**src/hdl/cpu_pkg.sv**
```systemverilog
`default_nettype none

package cpu_pkg;

    localparam int XLEN       = 32;
    localparam int REG_ADDR_W = 5;

    // major opcodes of the supported subset
    typedef enum logic [6:0] {
        OP_REG    = 7'b0110011,
        OP_IMM    = 7'b0010011,
        OP_LOAD   = 7'b0000011,
        OP_STORE  = 7'b0100011,
        OP_BRANCH = 7'b1100011,
        OP_JAL    = 7'b1101111
    } opcode_e;

    typedef enum logic [2:0] {
        ALU_ADD = 3'd0,
        ALU_SUB = 3'd1,
        ALU_AND = 3'd2,
        ALU_OR  = 3'd3,
        ALU_SLT = 3'd4
    } alu_op_e;

    typedef enum logic [1:0] {
        RES_ALU = 2'd0,
        RES_MEM = 2'd1,
        RES_PC4 = 2'd2
    } result_src_e;

    typedef enum logic [1:0] {
        IMM_I = 2'd0,
        IMM_S = 2'd1,
        IMM_B = 2'd2,
        IMM_J = 2'd3
    } imm_kind_e;

    typedef struct packed {
        logic        reg_write;
        logic        mem_write;
        logic        branch;
        logic        jump;
        logic        alu_src;    // second operand is the immediate
        alu_op_e     alu_op;
        result_src_e result_src;
    } ctrl_t;

    typedef struct packed {
        logic            valid;
        logic [XLEN-1:0] pc;
        logic [XLEN-1:0] instr;
    } if_id_t;

    typedef struct packed {
        logic                  valid;
        ctrl_t                 ctrl;
        logic [XLEN-1:0]       pc;
        logic [REG_ADDR_W-1:0] rs1;
        logic [REG_ADDR_W-1:0] rs2;
        logic [REG_ADDR_W-1:0] rd;
        logic [XLEN-1:0]       rs1_data;
        logic [XLEN-1:0]       rs2_data;
        logic [XLEN-1:0]       imm;
    } id_ex_t;

    typedef struct packed {
        logic                  valid;
        logic                  reg_write;
        logic                  mem_write;
        result_src_e           result_src;
        logic [REG_ADDR_W-1:0] rd;
        logic [XLEN-1:0]       alu_result;
        logic [XLEN-1:0]       store_data;
        logic [XLEN-1:0]       pc_plus4;
    } ex_mem_t;

    typedef struct packed {
        logic                  valid;
        logic [REG_ADDR_W-1:0] rd;
        logic [XLEN-1:0]       data;
    } wb_t;

endpackage

`default_nettype wire

```
**src/hdl/execute_stage.sv**
```systemverilog
`timescale 1ns/1ps
`default_nettype none

module execute_stage (
    input  wire logic                     clk_i,
    input  wire logic                     rst_i,
    input  cpu_pkg::id_ex_t               id_ex_i,
    input  cpu_pkg::wb_t                  fwd_i,        // result of the memory stage
    output logic                          redirect_o,
    output logic [cpu_pkg::XLEN-1:0]      target_o,
    output cpu_pkg::ex_mem_t              ex_mem_o
);
    logic [cpu_pkg::XLEN-1:0] op_a;
    logic [cpu_pkg::XLEN-1:0] op_b_reg;     // forwarded rs2 and the store data
    logic [cpu_pkg::XLEN-1:0] op_b;
    logic [cpu_pkg::XLEN-1:0] alu_result;
    logic                     take_branch;

    // older instruction in memory wins over register file data
    assign op_a = (fwd_i.valid && fwd_i.rd != '0 && fwd_i.rd == id_ex_i.rs1)
                  ? fwd_i.data : id_ex_i.rs1_data;
    assign op_b_reg = (fwd_i.valid && fwd_i.rd != '0 && fwd_i.rd == id_ex_i.rs2)
                      ? fwd_i.data : id_ex_i.rs2_data;
    assign op_b = id_ex_i.ctrl.alu_src ? id_ex_i.imm : op_b_reg;

    always_comb begin
        case (id_ex_i.ctrl.alu_op)
            cpu_pkg::ALU_SUB: alu_result = op_a - op_b;
            cpu_pkg::ALU_AND: alu_result = op_a & op_b;
            cpu_pkg::ALU_OR:  alu_result = op_a | op_b;
            cpu_pkg::ALU_SLT: alu_result = {31'b0, $signed(op_a) < $signed(op_b)};
            default:          alu_result = op_a + op_b;
        endcase
    end

    assign take_branch = id_ex_i.ctrl.branch && (alu_result == '0);  // beq via sub
    assign redirect_o  = id_ex_i.valid && (id_ex_i.ctrl.jump || take_branch);
    assign target_o    = id_ex_i.pc + id_ex_i.imm;

    // execute/memory register
    always_ff @(posedge clk_i) begin
        ex_mem_o.result_src <= id_ex_i.ctrl.result_src;
        ex_mem_o.rd         <= id_ex_i.rd;
        ex_mem_o.alu_result <= alu_result;
        ex_mem_o.store_data <= op_b_reg;
        ex_mem_o.pc_plus4   <= id_ex_i.pc + 32'd4;
        if (rst_i) begin
            ex_mem_o.valid     <= 1'b0;
            ex_mem_o.reg_write <= 1'b0;
            ex_mem_o.mem_write <= 1'b0;
        end else begin
            ex_mem_o.valid     <= id_ex_i.valid;
            ex_mem_o.reg_write <= id_ex_i.valid && id_ex_i.ctrl.reg_write;
            ex_mem_o.mem_write <= id_ex_i.valid && id_ex_i.ctrl.mem_write;
        end
    end

    // a redirect needs a real instruction, and decode flush leaves a bubble behind it
    a_redirect_valid : assert property (@(posedge clk_i) disable iff (rst_i)
        redirect_o |-> id_ex_i.valid ##1 !id_ex_i.valid)
        else $error("redirect without a valid instruction or without a flush");

endmodule

`default_nettype wire

```
**config.mk**
```make
export PLATFORM = sky130hd
export DESIGN_NAME = execute_stage
export DESIGN_NICKNAME = d
export VERILOG_FILES = /design/src/hdl/cpu_pkg.sv /design/src/hdl/execute_stage.sv
export SDC_FILE = /design/constraint.sdc
export NUM_CORES = 1
export LEC_CHECK = 0
export BUFFER_PORTS_ARGS = -buffer_cell sky130_fd_sc_hd__buf_2
export CAP_MARGIN = 20
export CELL_PAD_IN_SITES_DETAIL_PLACEMENT = 0
export CELL_PAD_IN_SITES_GLOBAL_PLACEMENT = 2
export CORE_AREA = 4 4 265 137
export DETAILED_ROUTE_END_ITERATION = 7
export DIE_AREA = 0 0 269 141
export HOLD_SLACK_MARGIN = 0.15
export PLACE_DENSITY = 0.89
export SETUP_SLACK_MARGIN = 0.02
export SYNTH_ARGS = -nofsm -noshare
export SYNTH_HDL_FRONTEND = slang
export SYNTH_SLANG_ARGS = --single-unit
export TNS_END_PERCENT = 50
```
**constraint.sdc**
```tcl
create_clock -name clk_i -period 24.1 [get_ports clk_i]
set_input_delay 4.82 -clock clk_i [delete_from_list [all_inputs] [get_ports clk_i]]
set_output_delay 4.82 -clock clk_i [all_outputs]
set_load 0.02 [all_outputs]
```
==> impl_results.md, run 1 <==
- Req. time, crit path: 19.28 ns
- Outcome: finished clean
- Vias: 11560
- Clock tree buffer depth: 2
- Setup WS post-layout: 8.141 ns
- Total design power: 746.0 µW
- Multi-input logic area: 0.008000 mm²
- Power share of the clock group: 22.3%
- Yosys top cell by area: dfxtp_1
- H-tree Lvls: 3
- Vias per cell: 5.520
- Fmax: 62.66 MHz
- Buf+Inv Stages, Crit Path: 4
- Vias in the first global route: 10460
- Most frequent CP cell: o21ai_1
- Core area: 0.03405 mm²
- Syn. warnings: 0
- Biggest regs: ex_mem_o: 106 flops
- Hpwl dp: 41280 µm
- Slew at the pin closest to its max-slew limit: 0.9059 ns
- Comb pwr share: 50.6%
- Final min period: 15.96 ns
- Hold Path Cell Cnt: 1
- Crit Path Category: in2out
- Hold Path Class: in2reg
- CTS tree: yes
- Ys flop type: dfxtp_1
- Largest register by flop count: ex_mem_o
- DRT Pass-1 Iters: 5
- Final WL: 49520 µm
- Psw: 334.5 µW
- Largest delay contributor family on the critical path: compound AO/OA/AOI/OAI gates
- GPL Wtd Cong: 0.9993
- CTS Buf Count: 9
- Starting Density: 31.66%
- CP Cell Sequence: buf_2, or4_1, o21ai_0, nor4_2, buf_4, mux2_2, mux2_2, ha_1, inv_1, a211o_1, or3_1, o21ai_1, a41oi_1, o41ai_1, xnor2_1, o21ai_1, or2_2, or4_1, o21ai_1, buf_2
- Area grow syn2layout: 22.60%
- Routed WL per cell: 23.65 µm
- I/O pin cnt: 333
- Pre-CTS WS: 8.358 ns
- Hold buffer count at CTS: 0
- Internal: 411.5 µW
- FF+latch count, synth: 106
- Yosys cell types: 83
- Post-Syn Area: 0.01078 mm²
- Final Instance Area: 0.01322 mm²
- RSZ-0062 raised after global routing: false
- Global routing usage summed across all routing layers: 25.11%
- Cells after synthesis: 1339
- Root buf cell: clkbuf_16
- Post-Route Setup TNS: 0 ns
- Asr flop ratio synth: 0%
- IO buf count: 332
- DP Area: 0.01290 mm²
- Syn nets: 1664
- Final period utilization: 66.22%
- Post-CTS setup buffer count: 0
- Initial DRC Count: 1256
- Nets: 1962
- Part of the power in registers: 27.1%
- Avg Cell Area, Syn: 8.051 µm²
- Num Clock Sinks: 106
- Most frequent cell after synthesis: ha_1
- Clock slew at reported path FFs: 0.09 ns
- Fillers: 3552
- Max VDD drop: 0.03153 mV
- # DRC: 0
- Worst hold start: id_ex_i[143]
- Largest net degree at the start of global routing: 62
- Worst EP arrival: 11.14 ns
- Core Rows: 48
- Max Cap Viol: 0
- Die footprint: 0.03793 mm²
- Die height: 141 µm
- Antenna violations before repair: 7
- PwrDens: 56.45 mW/mm²
- Critical path startpoint category: input pin
- Share of cells above drive strength 1: 29.66%
- Global-route wire length before repair: 70910 µm
- Hold Vio Cnt, Final: 0
- Worst Setup End Kind: primary output
- Register Area: 0.002122 mm²
- Sw Share: 44.83%
- CTS resizes: 0
- Number of enable flip-flop cells after synthesis: 0
- Congestion Overflow GR: 0
- Worst Hold Path EP: ex_mem_o[101]$_DFF_P_
- Crit Path Max Fanout: 32
- Slowest stage cell, crit path: o41ai_1
- Slew Viols, Final: 0
- Final setup vio count: 0
- Relative slew slack: 39.24%
- Most frequent cells after synthesis: ha_1 (128), inv_1 (127), dfxtp_1 (106), mux2_2 (95), a21oi_1 (91)
- Share of the synthesized area in the top cell type: 19.68%
- Final ANT Viol Nets: 0
- Largest cells by area after synthesis: dfxtp_1 (20%), ha_1 (15%), mux2_2 (9.9%)
- Die width: 269 µm
- Max reg flops: 106
- Max stage delay on crit path: 0.70 ns
- Leakage: 6.300 nW
- Seq/Total Area, Yosys: 19.68%
[per-stage QoR]
stage | utilization, % | hold WS, ns | std cells
5_1_grt | 38.80 | 4.492 | 2093
3_3_place_gp | 37.88 | 4.922 | 2076
3_5_place_dp | 37.88 | 4.924 | 2076
2_1_floorplan | - | 4.848 | 1339
6_report | 38.81 | 4.518 | 2094
4_1_cts | 38.80 | 4.495 | 2092
[cell families (layout without fill, tap and decap cells)]
kind of cell    after synthesis  count (layout)  synth area share [%]
compound gates              380             380                 24.48
xor+xnor                     79              79                 6.418
fa+ha+maj                   131             131                 15.41
buf+inv                     183             486                 6.569
flops                       106             106                 19.68
mux                         106             106                 10.94
other cells                   0               2                     0
simple gates                354             354                 16.49
[metal layers]
layer	vias up	track usage [%]	wire [µm]
met1	5494	42.02	26270
met3	35	8.825	6021
met2	592	29.75	16880
met5	-	0	52
li1	5429	-	-
met4	8	2.692	294
[power groups by stage]
stage	sequential [mW]	clock [mW]	combinational, mW
after floorplan	0.231	0	0.206
after global placement	0.206	0	0.369
after detailed placement	0.205	0	0.367
after CTS	0.202	0.173	0.369
after global routing	0.204	0.180	0.404
final	0.202	0.166	0.378
[worst max path at each step]
stage | slack [ns] | cells past startpoint | startpoint | endpoint
finish | 8.14 | 20 | fwd_i[35] | redirect_o
CTS | 8.31 | 20 | fwd_i[35] | redirect_o
floorplan | 9.35 | 19 | fwd_i[36] | redirect_o
global placement | 8.40 | 20 | fwd_i[35] | redirect_o
global route | 7.91 | 20 | fwd_i[35] | redirect_o
detailed placement | 8.36 | 20 | fwd_i[35] | redirect_o
[cells in the final DEF (no fill, tap or decap), drive strengths merged, types with 6 or more instances in the layout]
| cell type | netlist | routed |
|---|---|---|
| buf | 16 | 341 |
| inv | 129 | 131 |
| ha | 128 | 128 |
| dfxtp | 106 | 106 |
| mux2 | 95 | 95 |
| a21oi | 91 | 91 |
| nand2 | 90 | 90 |
| nor2 | 83 | 83 |
| o21ai | 66 | 66 |
| xnor2 | 58 | 58 |
| a21o | 40 | 40 |
| nand3 | 34 | 34 |
| nor3 | 28 | 28 |
| xor2 | 21 | 21 |
| o211ai | 21 | 21 |
| nand2b | 16 | 16 |
| nand4 | 16 | 16 |
| a211oi | 16 | 16 |
| nor2b | 15 | 15 |
| and3 | 12 | 12 |
| or2 | 12 | 12 |
| o21bai | 11 | 11 |
| mux2i | 11 | 11 |
| or3 | 11 | 11 |
| o21a | 10 | 10 |
| a31oi | 10 | 10 |
| clkbuf | 38 | 10 |
| and2 | 8 | 8 |
| o31ai | 8 | 8 |
| a221oi | 8 | 8 |
| o2111ai | 7 | 7 |
| o22ai | 7 | 7 |
| a21boi | 7 | 7 |
| nor4 | 7 | 7 |
| or4 | 6 | 6 |
| a211o | 6 | 6 |
| o221ai | 6 | 6 |
[final cells by class]
| cell class | count | area share, % |
|---|---|---|
| tap | 450 | 4.260 |
| multi-input combinational | 1050 | 60.53 |
| sequential | 106 | 16.06 |
| timing repair buffer | 341 | 13.08 |
| antenna | 2 | 0.03787 |
| inverter | 129 | 3.664 |
| clock inverter | 6 | 0.6343 |
| clock buffer | 10 | 1.732 |
Power figures use the tool's default switching activity.
==> run 2: changes to the inputs <==
--- a/config.mk
+++ b/config.mk
@@ -9,11 +9,11 @@
 export CAP_MARGIN = 20
 export CELL_PAD_IN_SITES_DETAIL_PLACEMENT = 0
 export CELL_PAD_IN_SITES_GLOBAL_PLACEMENT = 2
-export CORE_AREA = 4 4 265 137
+export CORE_AREA = 4 4 274 142
 export DETAILED_ROUTE_END_ITERATION = 7
-export DIE_AREA = 0 0 269 141
+export DIE_AREA = 0 0 278 146
 export HOLD_SLACK_MARGIN = 0.15
-export PLACE_DENSITY = 0.89
+export PLACE_DENSITY = 0.84
 export SETUP_SLACK_MARGIN = 0.02
 export SYNTH_ARGS = -nofsm -noshare
 export SYNTH_HDL_FRONTEND = slang
==> constraint.sdc (replaced) <==
create_clock -name clk_i -period 14.72 [get_ports clk_i]
set_input_delay 2.944 -clock clk_i [delete_from_list [all_inputs] [get_ports clk_i]]
set_output_delay 2.944 -clock clk_i [all_outputs]
set_load 0.02 [all_outputs]
==> run 2 against run 1 <==
  * Via count shrank 1.5%
  * Worst setup slack got worse by 5.6 ns
  * Global-route usage down 2.1 points
  * Critical path depth unchanged
  * Routed wire length decreased by 2.1%
  * Critical endpoint unchanged
  * Cell area rose by 0.18%
==> impl_results.md, run 2 (synthesis results as in run 1) <==
- Hold Vio Cnt, Final: 0 (unchanged)
- Root buf cell: clkbuf_16 (unchanged)
- Clock slew at reported path FFs: 0.09 ns (about the same)
- Setup WS post-layout: 2.534 ns (was 8.141 ns)
- Post-CTS setup buffer count: 0 (unchanged)
- Clock tree buffer depth: 2 (unchanged)
- CTS tree: yes (unchanged)
- Die width: 278 µm (was 269 µm)
- CP Cell Sequence: buf_2, or4_1, o21ai_0, nor4_2, buf_4, mux2_2, mux2_2, ha_1, nor2_1, a221o_1, or3_1, o21ai_1, a41oi_1, o41ai_1, xnor2_1, o21ai_1, or2_2, or4_1, o21ai_1, buf_2 (was buf_2, or4_1, o21ai_0, nor4_2, buf_4, mux2_2, mux2_2, ha_1, inv_1, a211o_1, or3_1, o21ai_1, a41oi_1, o41ai_1, xnor2_1, o21ai_1, or2_2, or4_1, o21ai_1, buf_2)
- Hpwl dp: 40670 µm (was 41280 µm)
- Final WL: 48500 µm (was 49520 µm)
- Most frequent cells in the layout: buf_2 (332), ha_1 (128), inv_1 (127) (unchanged)
- Final min period: 12.19 ns
- Total design power: 1.199 mW (was 746.0 µW)
- Nets: 1961 (was 1962)
- Final ANT Viol Nets: 0 (unchanged)
- Vias per cell: 5.322 (was 5.520)
- Num Clock Sinks: 106 (unchanged)
- Fmax: 82.06 MHz
- Routed WL per cell: 22.67 µm (was 23.65 µm)
- # DRC: 0 (unchanged)
- Pre-CTS WS: 2.624 ns (was 8.358 ns)
- Fillers: 3923 (was 3552)
- Core area: 0.03666 mm² (was 0.03405 mm²)
- CTS resizes: 0 (unchanged)
- Critical path startpoint category: input pin (unchanged)
- Worst EP arrival: 9.24 ns (was 11.14 ns)
- GPL Wtd Cong: 0.9600 (was 0.9993)
- Share of cells above drive strength 1: 29.62% (was 29.66%)
- Most frequent CP cell: o21ai_1 (unchanged)
- Area grow syn2layout: 22.82% (was 22.60%)
- Vias in the first global route: 10670 (was 10460)
- Slowest stage cell, crit path: o41ai_1 (unchanged)
- Leakage: 6.277 nW (was 6.300 nW)
- Crit Path Category: in2out (unchanged)
- Relative slew slack: 38.91% (was 39.24%)
- Global routing usage summed across all routing layers: 22.98% (was 25.11%)
- Hold Path Class: in2reg (unchanged)
- Congestion Overflow GR: 0 (unchanged)
- Max reg flops: 106 (unchanged)
- Vias: 11380 (was 11560)
- Largest delay contributor family on the critical path: compound AO/OA/AOI/OAI gates (unchanged)
- I/O pin cnt: 333 (unchanged)
- H-tree Lvls: 3 (unchanged)
- Largest register by flop count: ex_mem_o (unchanged)
- Crit Path Max Fanout: 32 (unchanged)
- CTS Buf Count: 9 (unchanged)
- Initial DRC Count: 1035 (was 1256)
- Biggest regs: ex_mem_o: 106 flops (unchanged)
- Max Cap Viol: 0 (unchanged)
- IO buf count: 332 (unchanged)
- RSZ-0062 raised after global routing: false (unchanged)
- Slew at the pin closest to its max-slew limit: 0.9109 ns (was 0.9059 ns)
- PwrDens: 90.54 mW/mm² (was 56.45 mW/mm²)
- Largest net degree at the start of global routing: 39 (was 62)
- Most common cell after layout, fill and taps aside: buf_2 (unchanged)
- Starting Density: 29.41% (was 31.66%)
- Die height: 146 µm (was 141 µm)
- Die footprint: 0.04059 mm² (was 0.03793 mm²)
- Max VDD drop: 0.04964 mV (was 0.03153 mV)
- Hold buffer count at CTS: 0 (unchanged)
- Post-Route Setup TNS: 0 ns (unchanged)
- Req. time, crit path: 11.78 ns (was 19.28 ns)
- Max stage delay on crit path: 0.69 ns (was 0.70 ns)
- DRT Pass-1 Iters: 7 (was 5)
- Final setup vio count: 0 (unchanged)
- Buf+Inv Stages, Crit Path: 3 (was 4)
- Worst Setup End Kind: primary output (unchanged)
- Antenna violations before repair: 6 (was 7)
- Final period utilization: 82.79%
- Core Rows: 50 (was 48)
- Slew Viols, Final: 0 (unchanged)
- Global-route wire length before repair: 70880 µm (was 70910 µm)
- Outcome: finished clean (unchanged)
run 2: cell count changes in the layout (fill, tap and decap cells not counted), sizes merged:
cell,change
clkinv,-3
clkinvlp,+2
diode,+2
inv,+2
buf,-1
bufinv,-1
run 2: power by group:
| part | internal, mW | switching, mW | leakage (nW) |
|---|---|---|---|
| registers | 0.320 | 0.0102 | 0.894 |
| logic | 0.217 | 0.397 | 5.25 |
| clock network | 0.119 | 0.135 | 0.134 |
run 2: metrics by stage:
step           utilization [%]  std cells  cell area (µm²)  hold slack (ns)
2_1_floorplan                -       1339            10780            2.972
3_3_place_gp             35.31       2119            12950            3.046
3_5_place_dp             35.31       2119            12950            3.048
4_1_cts                  36.09       2135            13230            2.628
5_1_grt                  36.10       2136            13230            2.635
6_report                 36.12       2139            13240            2.648
run 2: cell type report:
cell class	instances	area (µm²)	area share, %
tap	494	618.1	4.668
sequential	106	2122	16.03
clock inverter	6	55.05	0.4158
antenna	4	10.01	0.07560
inverter	129	484.2	3.657
clock buffer	10	229.0	1.729
multi-input combinational	1050	8000	60.42
timing repair buffer	340	1722	13.00
run 2: per-layer routing:
layer / GRT usage [%] / up-vias / wire length [µm]
met2: 27.75 / 513 / 16750
met3: 7.711 / 27 / 5348
met5: 0 / - / 13
li1: - / 5426 / -
met1: 38.12 / 5416 / 26030
met4: 2.835 / 2 / 358
run 2: worst paths after layout:
kind  slack, ns        start                   end  depth (start not counted)
max        2.53    fwd_i[35]            redirect_o                         20
min        2.65  id_ex_i[99]  ex_mem_o[99]$_DFF_P_                          1
