<file path="config.mk">
export PLATFORM = sky130hd
export DESIGN_NAME = decode_stage
export DESIGN_NICKNAME = d
export VERILOG_FILES = /design/src/hdl/cpu_pkg.sv /design/src/hdl/decode_stage.sv
export SDC_FILE = /design/constraint.sdc
export NUM_CORES = 1
export LEC_CHECK = 0
export BUFFER_PORTS_ARGS = -buffer_cell sky130_fd_sc_hd__buf_4
export CELL_PAD_IN_SITES_DETAIL_PLACEMENT = 0
export CELL_PAD_IN_SITES_GLOBAL_PLACEMENT = 2
export CORE_MARGIN = 3
export CORE_UTILIZATION = 23
export DETAILED_ROUTE_END_ITERATION = 10
export PLACE_DENSITY = 0.82
export SETUP_SLACK_MARGIN = 0.5
export SLEW_MARGIN = 20
export SYNTH_ARGS = -nofsm -noshare
export SYNTH_HDL_FRONTEND = slang
export SYNTH_SLANG_ARGS = --single-unit
</file>
<file path="constraint.sdc">
create_clock -name clk_i -period 3.4 [get_ports clk_i]
set_clock_uncertainty 0.05 [all_clocks]
set_input_delay 0.68 -clock clk_i [delete_from_list [all_inputs] [get_ports clk_i]]
set_output_delay 0.68 -clock clk_i [all_outputs]
set_load 0.02 [all_outputs]
</file>
<file path="src/hdl/cpu_pkg.sv">
`default_nettype none

package cpu_pkg;

    localparam int XLEN       = 32;
    localparam int REG_ADDR_W = 5;

    // major opcodes of the supported subset
    typedef enum logic [6:0] {
        OP_REG    = 7'b0110011,
        OP_IMM    = 7'b0010011,
        OP_LOAD   = 7'b0000011,
        OP_STORE  = 7'b0100011,
        OP_BRANCH = 7'b1100011,
        OP_JAL    = 7'b1101111
    } opcode_e;

    typedef enum logic [2:0] {
        ALU_ADD = 3'd0,
        ALU_SUB = 3'd1,
        ALU_AND = 3'd2,
        ALU_OR  = 3'd3,
        ALU_SLT = 3'd4
    } alu_op_e;

    typedef enum logic [1:0] {
        RES_ALU = 2'd0,
        RES_MEM = 2'd1,
        RES_PC4 = 2'd2
    } result_src_e;

    typedef enum logic [1:0] {
        IMM_I = 2'd0,
        IMM_S = 2'd1,
        IMM_B = 2'd2,
        IMM_J = 2'd3
    } imm_kind_e;

    typedef struct packed {
        logic        reg_write;
        logic        mem_write;
        logic        branch;
        logic        jump;
        logic        alu_src;    // second operand is the immediate
        alu_op_e     alu_op;
        result_src_e result_src;
    } ctrl_t;

    typedef struct packed {
        logic            valid;
        logic [XLEN-1:0] pc;
        logic [XLEN-1:0] instr;
    } if_id_t;

    typedef struct packed {
        logic                  valid;
        ctrl_t                 ctrl;
        logic [XLEN-1:0]       pc;
        logic [REG_ADDR_W-1:0] rs1;
        logic [REG_ADDR_W-1:0] rs2;
        logic [REG_ADDR_W-1:0] rd;
        logic [XLEN-1:0]       rs1_data;
        logic [XLEN-1:0]       rs2_data;
        logic [XLEN-1:0]       imm;
    } id_ex_t;

    typedef struct packed {
        logic                  valid;
        logic                  reg_write;
        logic                  mem_write;
        result_src_e           result_src;
        logic [REG_ADDR_W-1:0] rd;
        logic [XLEN-1:0]       alu_result;
        logic [XLEN-1:0]       store_data;
        logic [XLEN-1:0]       pc_plus4;
    } ex_mem_t;

    typedef struct packed {
        logic                  valid;
        logic [REG_ADDR_W-1:0] rd;
        logic [XLEN-1:0]       data;
    } wb_t;

endpackage

`default_nettype wire

</file>
<file path="src/hdl/decode_stage.sv">
`timescale 1ns/1ps
`default_nettype none

module decode_stage (
    input  wire logic                             clk_i,
    input  wire logic                             rst_i,
    input  wire logic                             flush_i,
    input  cpu_pkg::if_id_t                       if_id_i,
    input  wire logic [cpu_pkg::XLEN-1:0]         rs1_data_i,
    input  wire logic [cpu_pkg::XLEN-1:0]         rs2_data_i,
    output logic      [cpu_pkg::REG_ADDR_W-1:0]   rs1_addr_o,
    output logic      [cpu_pkg::REG_ADDR_W-1:0]   rs2_addr_o,
    output cpu_pkg::id_ex_t                       id_ex_o
);
    logic [cpu_pkg::XLEN-1:0] instr;
    logic [2:0]               funct3;
    cpu_pkg::ctrl_t           ctrl;
    cpu_pkg::imm_kind_e       imm_kind;
    logic                     known;     // opcode belongs to the subset
    logic [cpu_pkg::XLEN-1:0] imm;

    assign instr      = if_id_i.instr;
    assign funct3     = instr[14:12];
    assign rs1_addr_o = instr[19:15];
    assign rs2_addr_o = instr[24:20];

    always_comb begin
        ctrl     = '0;
        imm_kind = cpu_pkg::IMM_I;
        known    = 1'b1;
        case (cpu_pkg::opcode_e'(instr[6:0]))
            cpu_pkg::OP_REG: begin
                ctrl.reg_write = 1'b1;
                case (funct3)
                    3'b000:  ctrl.alu_op = instr[30] ? cpu_pkg::ALU_SUB : cpu_pkg::ALU_ADD;
                    3'b111:  ctrl.alu_op = cpu_pkg::ALU_AND;
                    3'b110:  ctrl.alu_op = cpu_pkg::ALU_OR;
                    3'b010:  ctrl.alu_op = cpu_pkg::ALU_SLT;
                    default: known = 1'b0;
                endcase
            end
            cpu_pkg::OP_IMM: begin      // addi only
                ctrl.reg_write = 1'b1;
                ctrl.alu_src   = 1'b1;
                known          = (funct3 == 3'b000);
            end
            cpu_pkg::OP_LOAD: begin     // lw
                ctrl.reg_write  = 1'b1;
                ctrl.alu_src    = 1'b1;
                ctrl.result_src = cpu_pkg::RES_MEM;
                known           = (funct3 == 3'b010);
            end
            cpu_pkg::OP_STORE: begin    // sw
                ctrl.mem_write = 1'b1;
                ctrl.alu_src   = 1'b1;
                imm_kind       = cpu_pkg::IMM_S;
                known          = (funct3 == 3'b010);
            end
            cpu_pkg::OP_BRANCH: begin   // beq
                ctrl.branch = 1'b1;
                ctrl.alu_op = cpu_pkg::ALU_SUB;
                imm_kind    = cpu_pkg::IMM_B;
                known       = (funct3 == 3'b000);
            end
            cpu_pkg::OP_JAL: begin
                ctrl.jump       = 1'b1;
                ctrl.reg_write  = 1'b1;
                ctrl.result_src = cpu_pkg::RES_PC4;
                imm_kind        = cpu_pkg::IMM_J;
            end
            default: known = 1'b0;
        endcase
        if (!known) begin
            ctrl = '0;                  // unsupported word does nothing
        end
    end

    // sign extension by format
    always_comb begin
        case (imm_kind)
            cpu_pkg::IMM_S: imm = {{20{instr[31]}}, instr[31:25], instr[11:7]};
            cpu_pkg::IMM_B: imm = {{19{instr[31]}}, instr[31], instr[7],
                                   instr[30:25], instr[11:8], 1'b0};
            cpu_pkg::IMM_J: imm = {{11{instr[31]}}, instr[31], instr[19:12],
                                   instr[20], instr[30:21], 1'b0};
            default:        imm = {{20{instr[31]}}, instr[31:20]};
        endcase
    end

    // decode/execute register
    always_ff @(posedge clk_i) begin
        id_ex_o.ctrl     <= ctrl;
        id_ex_o.pc       <= if_id_i.pc;
        id_ex_o.rs1      <= rs1_addr_o;
        id_ex_o.rs2      <= rs2_addr_o;
        id_ex_o.rd       <= instr[11:7];
        id_ex_o.rs1_data <= rs1_data_i;
        id_ex_o.rs2_data <= rs2_data_i;
        id_ex_o.imm      <= imm;
        if (rst_i || flush_i) begin
            id_ex_o.valid <= 1'b0;
        end else begin
            id_ex_o.valid <= if_id_i.valid && known;
        end
    end

endmodule

`default_nettype wire

</file>
==> results of run 1 <==
routing by layer:
| metal | vias to the layer above | wire length (µm) |
|---|---|---|
| met1 | 1244 | 3821 |
| li1 | 1310 | - |
| met5 | - | 21 |
| met4 | 4 | 61 |
| met2 | 154 | 6023 |
| met3 | 11 | 1342 |
worst paths after layout:
path	start	end	slack, ns
max	id_ex_o[20]	id_ex_o[22]	1.52
min	rs1_data_i[1]	id_ex_o[65]	0.31
cell usage after synthesis (2+ instances only):
master / n
nand4_1: 3
clkbuf_1: 2
a22oi_1: 2
inv_1: 2
a21o_1: 7
nand2_1: 3
dfxtp_1: 142
a21oi_1: 2
nor2_1: 8
mux2_2: 4
o21ai_0: 4
buf_4: 23
logic make-up after synthesis:
logic type | synth area share (%)
multiplexers | 1.296
flip-flops | 81.82
buffers and inverters | 5.870
AND/OR/NAND/NOR | 6.518
AO/OA/AOI/OAI | 4.501
stage by stage:
stage | hold slack, ns | util [%] | std cells | instance area, µm² | total power, mW
final | 0.3145 | 43.10 | 713 | 6311 | 4.019
after global routing | 0.2786 | 43.10 | 713 | 6311 | 4.180
after CTS | 0.2887 | 43.10 | 713 | 6311 | 4.076
after detailed placement | 0.7355 | 39.13 | 681 | 5731 | 2.252
after global placement | 0.7345 | 39.13 | 681 | 5731 | 2.247
after floorplan | 0.6577 | - | 228 | 3475 | 1.980
area by class of cell:
type                    count  area [µm²]  area share [%]
clock inverters            14       151.4           2.399
multi-input cells          57       427.9           6.780
flip-flops and latches    142        2843           45.04
repair buffers            296        2222           35.21
inverters                   2       7.507          0.1190
clock buffers              18       429.2           6.800
well taps                 184       230.2           3.648
power breakdown:
group | total [mW] | internal [mW] | leakage [nW] | switching, mW
Clock | 1.81 | 1.03 | 0.271 | 0.776
Sequential | 1.77 | 1.75 | 1.19 | 0.0248
Combinational | 0.435 | 0.224 | 1.59 | 0.212
==> results.tsv, run 1 <==
metric	value	unit
outcome	complete, no violations	
CP max stage delay	0.52	ns
CP required	2.67	ns
Post-route DRC	0	
delay-heaviest family, CP	flip-flops	
Synth top area share	81.81	%
filler instances	1375	
main flop type after synthesis	dfxtp_1	
Post-synth EDFFs	0	
syn_nets	360	
fin crit period	1.879	ns
post-place setup slack	1.218	ns
worst hold stages	1	
grt met1 use	12.52	%
num rows	44	
RSZ-0062 raised after global routing	false	
CTS sink count	142	
cell count after synthesis	228	
GRT Util Overall	12.78	%
max reg flops	142	
register area share after synthesis	81.81	%
Initial Utilization	23.73	%
kind of critical path	flip-flop to output pin	
crit path buf inv count	1	
Core Box Area	14640	µm²
Leak	3.055	nW
Largest Register	id_ex_o	
Regs by FF count	id_ex_o: 142 flops	
die area	16620	µm²
Synth-to-Final Area Change	81.63	%
Chip Height	128.9	µm
asr flop ratio synth	0	%
DR vias/cell	3.819	
Syn Area/Cell	15.24	µm²
TritonCTS clock tree	yes	
Startpoint Class	flip-flop	
H-tree depth	4	
detailed-route via count	2723	
Iteration-0 DRC Markers	92	
CP endpoint kind	output pin	
hold crit path type	input port to flip-flop	
setup TNS	0	ns
TritonCTS Buffers	17	
Worst path depth	1	
grt ovf	0	
vias in the first global route	2816	
Setup Viol. Count Final	0	
largest net degree at the start of global routing	17	
arrival time at the worst endpoint	1.15	ns
Hold Vio Cnt, Final	0	
dpl hpwl	9216	µm
commonest cells after routing, fill and taps aside	296 x buf_4, 142 x dfxtp_1, 17 x clkbuf_16	
Synth area leaders	dfxtp_1 82%, buf_4 5.0%, a21o_1 1.5%	
Max Freq	532.3	MHz
PD cells	636.9	nW/µm²
number of buffer cells added on primary ports	295	
GRT Max-Usage Layer	met2	
final WL	11270	µm
peak fanout along the critical path	12	
clk root buf	clkbuf_16	
RePlAce Congestion	0.7570	
nets	648	
M2 GR Usage	22.68	%
Yosys reg bits	142	
drt pass-1 iters	4	
Synth area leader	dfxtp_1	
Post-CTS Resized	0	
commonest non-fill, non-tap cell in the layout	buf_4	
CP Cell Sequence	buf_4	
maxcap violations	0	
max_slew headroom	61.99	%
first-pass GRT wire length	15590	µm
postcts setup bufs	0	
Die W	128.9	µm
I/O Pins	296	
number of library cell types mapped by synthesis	38	
WL/cell	15.81	µm
synth warn	0	
share of cells above drive strength 1	64.65	%
Final WS setup	1.521	ns
Peak supply drop	0.3752	mV
crit share post-route	55.26	%
post-cts hold buffer count	0	
initial antenna violation count	2	
ant diodes	0	
worst-margin pin slew	0.5690	ns
GR Layer Usage met3	7.389	%
CP max stage cell	dfxtp_1	
Slew Viols, Final	0	
mapped cell area	3475	µm²
clock tree buffer depth	2	
final antenna-violating net count	0	
Reg clk slew, reported paths	0.06	ns
Note: power is estimated with default switching activity, not from simulation.
==> run 2: changes to the inputs <==
CORE_UTILIZATION = 19   (was 23)
PLACE_DENSITY = 0.72   (was 0.82)
clock period = 1.6 ns   (was 3.4 ns; I/O delays follow)
==> run 2 against run 1 <==
Against the previous run:
- power increased by 130%
- clock-buffer cell count decreased by 1
- via count increased by 22%
- critical path depth unchanged
- routed wire length increased by 25%
- global-route usage increased by 0.52 points
- hold slack got worse by 0.26 ns
- non-clock buffer count increased by 129
- largest cell class is now non-clock buffers
- combinational power increased to 3.1 times the previous value
==> results.tsv, run 2 (synthesis results as in run 1) <==
metric	value	unit
max reg flops	142	
clk root buf	clkbuf_16	
grt ovf	0	
wire length on met2	8196	µm
CP endpoint kind	output pin	
DR vias/cell	3.757	
number of buffer cells added on primary ports	295	
outcome	complete, no violations	
Initial Utilization	19.75	%
Iteration-0 DRC Markers	87	
die area	19950	µm²
final std cells w/o fill	883	
max_slew headroom	76.81	%
dpl hpwl	9991	µm
Startpoint Class	flip-flop	
Largest Register	id_ex_o	
commonest non-fill, non-tap cell in the layout	buf_4	
crit path buf inv count	1	
kind of critical path	flip-flop to output pin	
Synth-to-Final Area Change	143.9	%
Leak	3.838	nW
CP max stage delay	0.40	ns
initial antenna violation count	0	
RePlAce Congestion	0.7923	
CP required	1.23	ns
final WL	14120	µm
RSZ-0062 raised after global routing	true	
Setup Viol. Count Final	0	
Reg clk slew, reported paths	0.06	ns
Post-route DRC	0	
Max Freq	745.5	MHz
nets	777	
crit share post-route	83.84	%
clock tree buffer depth	2	
PD cells	1073	nW/µm²
CP Cell Sequence	buf_4	
share of cells above drive strength 1	76.44	%
num rows	48	
largest net degree at the start of global routing	17	
Pwr Total	9.091	mW
hold crit path type	input port to flip-flop	
ant diodes	0	
arrival time at the worst endpoint	0.97	ns
CP max stage cell	dfxtp_4	
Post-Place Cells	726	
Post-Route Utilization	48.16	%
length of routed met3 wiring	1224	µm
first-pass GRT wire length	20120	µm
max layer used	met4	
fin crit period	1.341	ns
routed length on met1	4486	µm
peak fanout along the critical path	12	
Hold Vio Cnt, Final	0	
Chip Height	141.2	µm
commonest cells after routing, fill and taps aside	159 x buf_4, 143 x buf_6, 140 x dfxtp_2	
TritonCTS Buffers	17	
Regs by FF count	id_ex_o: 142 flops	
Die W	141.2	µm
detailed-route via count	3317	
TritonCTS clock tree	yes	
delay-heaviest family, CP	flip-flops	
Core Box Area	17600	µm²
WL/cell	15.99	µm
setup TNS	0	ns
vias in the first global route	3666	
GRT Util Overall	13.30	%
drt pass-1 iters	4	
CTS sink count	142	
maxcap violations	0	
Peak supply drop	0.7141	mV
I/O Pins	296	
final antenna-violating net count	0	
worst-margin pin slew	0.3463	ns
H-tree depth	4	
Slew Viols, Final	0	
[run 2: cell count changes in the layout (fill, tap and decap cells not counted), moves of 3 or more]
cell | before | now
buf_6 | 0 | 143
clkinvlp_4 | 4 | 1
mux2_4 | 0 | 4
dfxtp_2 | 0 | 140
mux2_2 | 4 | 0
dlygate4sd3_1 | 0 | 120
buf_4 | 296 | 159
dfxtp_1 | 142 | 0
[run 2: cell type report]
cell class                 instances  area [µm²]
clock buffer                      17       425.4
inverter                           2       7.507
fill                            1536        9123
tap                              225       281.5
multi-input combinational         57       524.3
sequential                       142        3025
timing repair buffer             425        4045
clock inverter                    15       165.2
[run 2: final timing paths]
path	endpoint	cells after the start	start	slack (ns)
min	id_ex_o[147]	2	if_id_i[14]	0.05
max	id_ex_o[23]	1	id_ex_o[20]	0.26
[run 2: metal layers]
metal | track usage [%] | vias to the layer above
li1 | - | 1573
met1 | 11.82 | 1557
met2 | 26.56 | 169
met3 | 5.529 | 18
met4 | 4.335 | 0
met5 | 0 | -
[run 2: power breakdown]
group	switching (mW)	internal, mW	leakage (nW)
clock network	1.69	2.22	0.290
registers	0.0904	3.75	1.20
logic	0.535	0.804	2.35
[run 2: through the flow]
stage	setup WS (ns)	instance area, µm²	hold slack (ns)
after global routing	0.2049	8474	0.04443
after floorplan	0.1583	3550	0.2977
final	0.2586	8474	0.04961
after detailed placement	0.005532	5866	0.3755
after CTS	0.2290	8391	0.06227
after global placement	0.05432	5866	0.3747
[run 2: repair_timing]
| action | CTS | global route |
|---|---|---|
| pin swaps | 0 | 7 |
| hold buffers | 120 | 0 |
| cloned | 0 | 0 |
| gates resized for setup | 287 | 11 |
| hold endpoints to repair | 119 | 0 |
| setup buffers | 0 | 5 |
| setup endpoints to repair | 157 | 165 |
==> run 3: changes to the inputs <==
CORE_UTILIZATION = 21   (was 19)
PLACE_DENSITY = 0.76   (was 0.72)
clock period = 1.3 ns   (was 1.6 ns; I/O delays follow)
==> run 3 against run 2 <==
Against the previous run:
- the run now ends with negative hold slack left
- clock power grew 25%
- critical path depth unchanged
- hold slack got worse by 0.11 ns
- critical path type unchanged
- routed wire length is 0.68% higher
- sequential power increased by 23%
- die area is 9.1% lower
==> results.tsv, run 3 (synthesis results as in run 1) <==
metric	value	unit
outcome	finished, violations left	
failing checks	negative hold slack	
Combinational Power Share	15.3	%
I/O Pins	296	
arrival time at the worst endpoint	0.98	ns
Synth-to-Final Area Change	153.7	%
delay-heaviest family, CP	flip-flops	
Multi-input gate area	575.6	µm²
Peak supply drop	0.8556	mV
commonest non-fill, non-tap cell in the layout	buf_6	
Post-route DRC	0	
nets	794	
filler instances	1292	
NetSw	2.945	mW
Pwr Total	11.36	mW
Int Pwr	8.415	mW
Max Freq	773.3	MHz
hold crit path type	input port to flip-flop	
detailed-route via count	3370	
kind of critical path	flip-flop to output pin	
Largest Register	id_ex_o	
Post-Route Utilization	54.89	%
final std cells w/o fill	892	
Startpoint Class	flip-flop	
final antenna-violating net count	0	
CP endpoint kind	output pin	
Setup Viol. Count Final	0	
clock tree buffer depth	2	
TritonCTS Buffers	17	
final WL	14210	µm
Initial Utilization	21.64	%
max_slew headroom	77.42	%
storage element area	3025	µm²
crit share post-route	99.47	%
Sw Share	25.92	%
Leak	3.999	nW
Clock power frac	43.1	%
Core Box Area	16060	µm²
CP max stage cell	dfxtp_4	
die area	18130	µm²
sequential power share	41.6	%
PD cells	1289	nW/µm²
crit path buf inv count	1	
grt ovf	0	
share of cells above drive strength 1	78.37	%
DR vias/cell	3.778	
Die W	134.6	µm
post-cts hold buffer count	118	
vias in the first global route	3839	
worst-margin pin slew	0.3387	ns
largest net degree at the start of global routing	17	
Reg clk slew, reported paths	0.06	ns
maxcap violations	0	
hold_ws	-0.06119	ns
Post-Place Cells	732	
CP Cell Sequence	buf_4	
peak fanout along the critical path	12	
Placed Area	5986	µm²
num rows	46	
first-pass GRT wire length	20560	µm
CTS sink count	142	
Slew Viols, Final	0	
RePlAce Congestion	0.7818	
H-tree depth	4	
clk root buf	clkbuf_16	
Regs by FF count	id_ex_o: 142 flops	
CP max stage delay	0.40	ns
Chip Height	134.6	µm
RSZ-0062 raised after global routing	true	
drt pass-1 iters	4	
fin crit period	1.293	ns
dpl hpwl	9538	µm
GRT Util Overall	15.00	%
number of buffer cells added on primary ports	295	
Design Area, Final	8813	µm²
commonest cells after routing, fill and taps aside	167 x buf_6, 145 x buf_4, 140 x dfxtp_2	
Iteration-0 DRC Markers	64	
CP required	0.99	ns
Hold Vio Cnt, Final	1	
WL/cell	15.93	µm
max reg flops	142	
initial antenna violation count	1	
TritonCTS clock tree	yes	
run 3: metrics by stage:
stage	hold WS, ns	setup WS [ns]	TNS [ns]
2_1_floorplan	0.2377	-0.08171	-0.1346
3_3_place_gp	0.3149	-0.1567	-1.285
3_5_place_dp	0.3155	-0.1981	-2.160
4_1_cts	-0.08858	-0.02748	-0.2951
5_1_grt	-0.08624	-0.05458	-0.6132
6_report	-0.06119	0.006865	0
run 3: cell type report:
class	instances	share of cell area [%]
Clock buffer	17	4.827
Inverter	2	0.08518
Sequential cell	142	34.33
Tap cell	216	3.066
Clock inverter	15	1.888
Timing Repair Buffer	442	49.25
Multi-Input combinational cell	57	6.530
Antenna cell	1	0.02839
run 3: layer usage:
| layer | up-vias | global-route usage (%) | part of all wire (%) |
|---|---|---|---|
| met4 | 0 | 5.995 | 2.8 |
| met1 | 1543 | 14.67 | 35 |
| met5 | - | 0 | 0 |
| met3 | 29 | 7.154 | 9.4 |
| li1 | 1610 | - | - |
| met2 | 188 | 27.15 | 53 |
run 3: what timing repair did:
| item | CTS | global route |
|---|---|---|
| setup buffers | 6 | 3 |
| pin swaps | 10 | 11 |
| resized for setup | 330 | 24 |
| endpoints found under the hold margin | 125 | 1 |
| setup endpoints to repair | 186 | 177 |
run 3: final timing paths:
kind,cells after the start,start,end
worst max-delay path,1,id_ex_o[20],id_ex_o[22]
worst min-delay path,2,flush_i,id_ex_o[153]
run 3: power by group through the flow:
stage | Clock [mW] | Combinational, mW | Sequential (mW)
finish | 4.89 | 1.74 | 4.73
global route | 5.22 | 1.82 | 4.75
CTS | 5.03 | 1.71 | 4.72
detailed placement | 0 | 1.22 | 4.74
global placement | 0 | 1.22 | 4.73
floorplan | 0 | 0.192 | 5.02
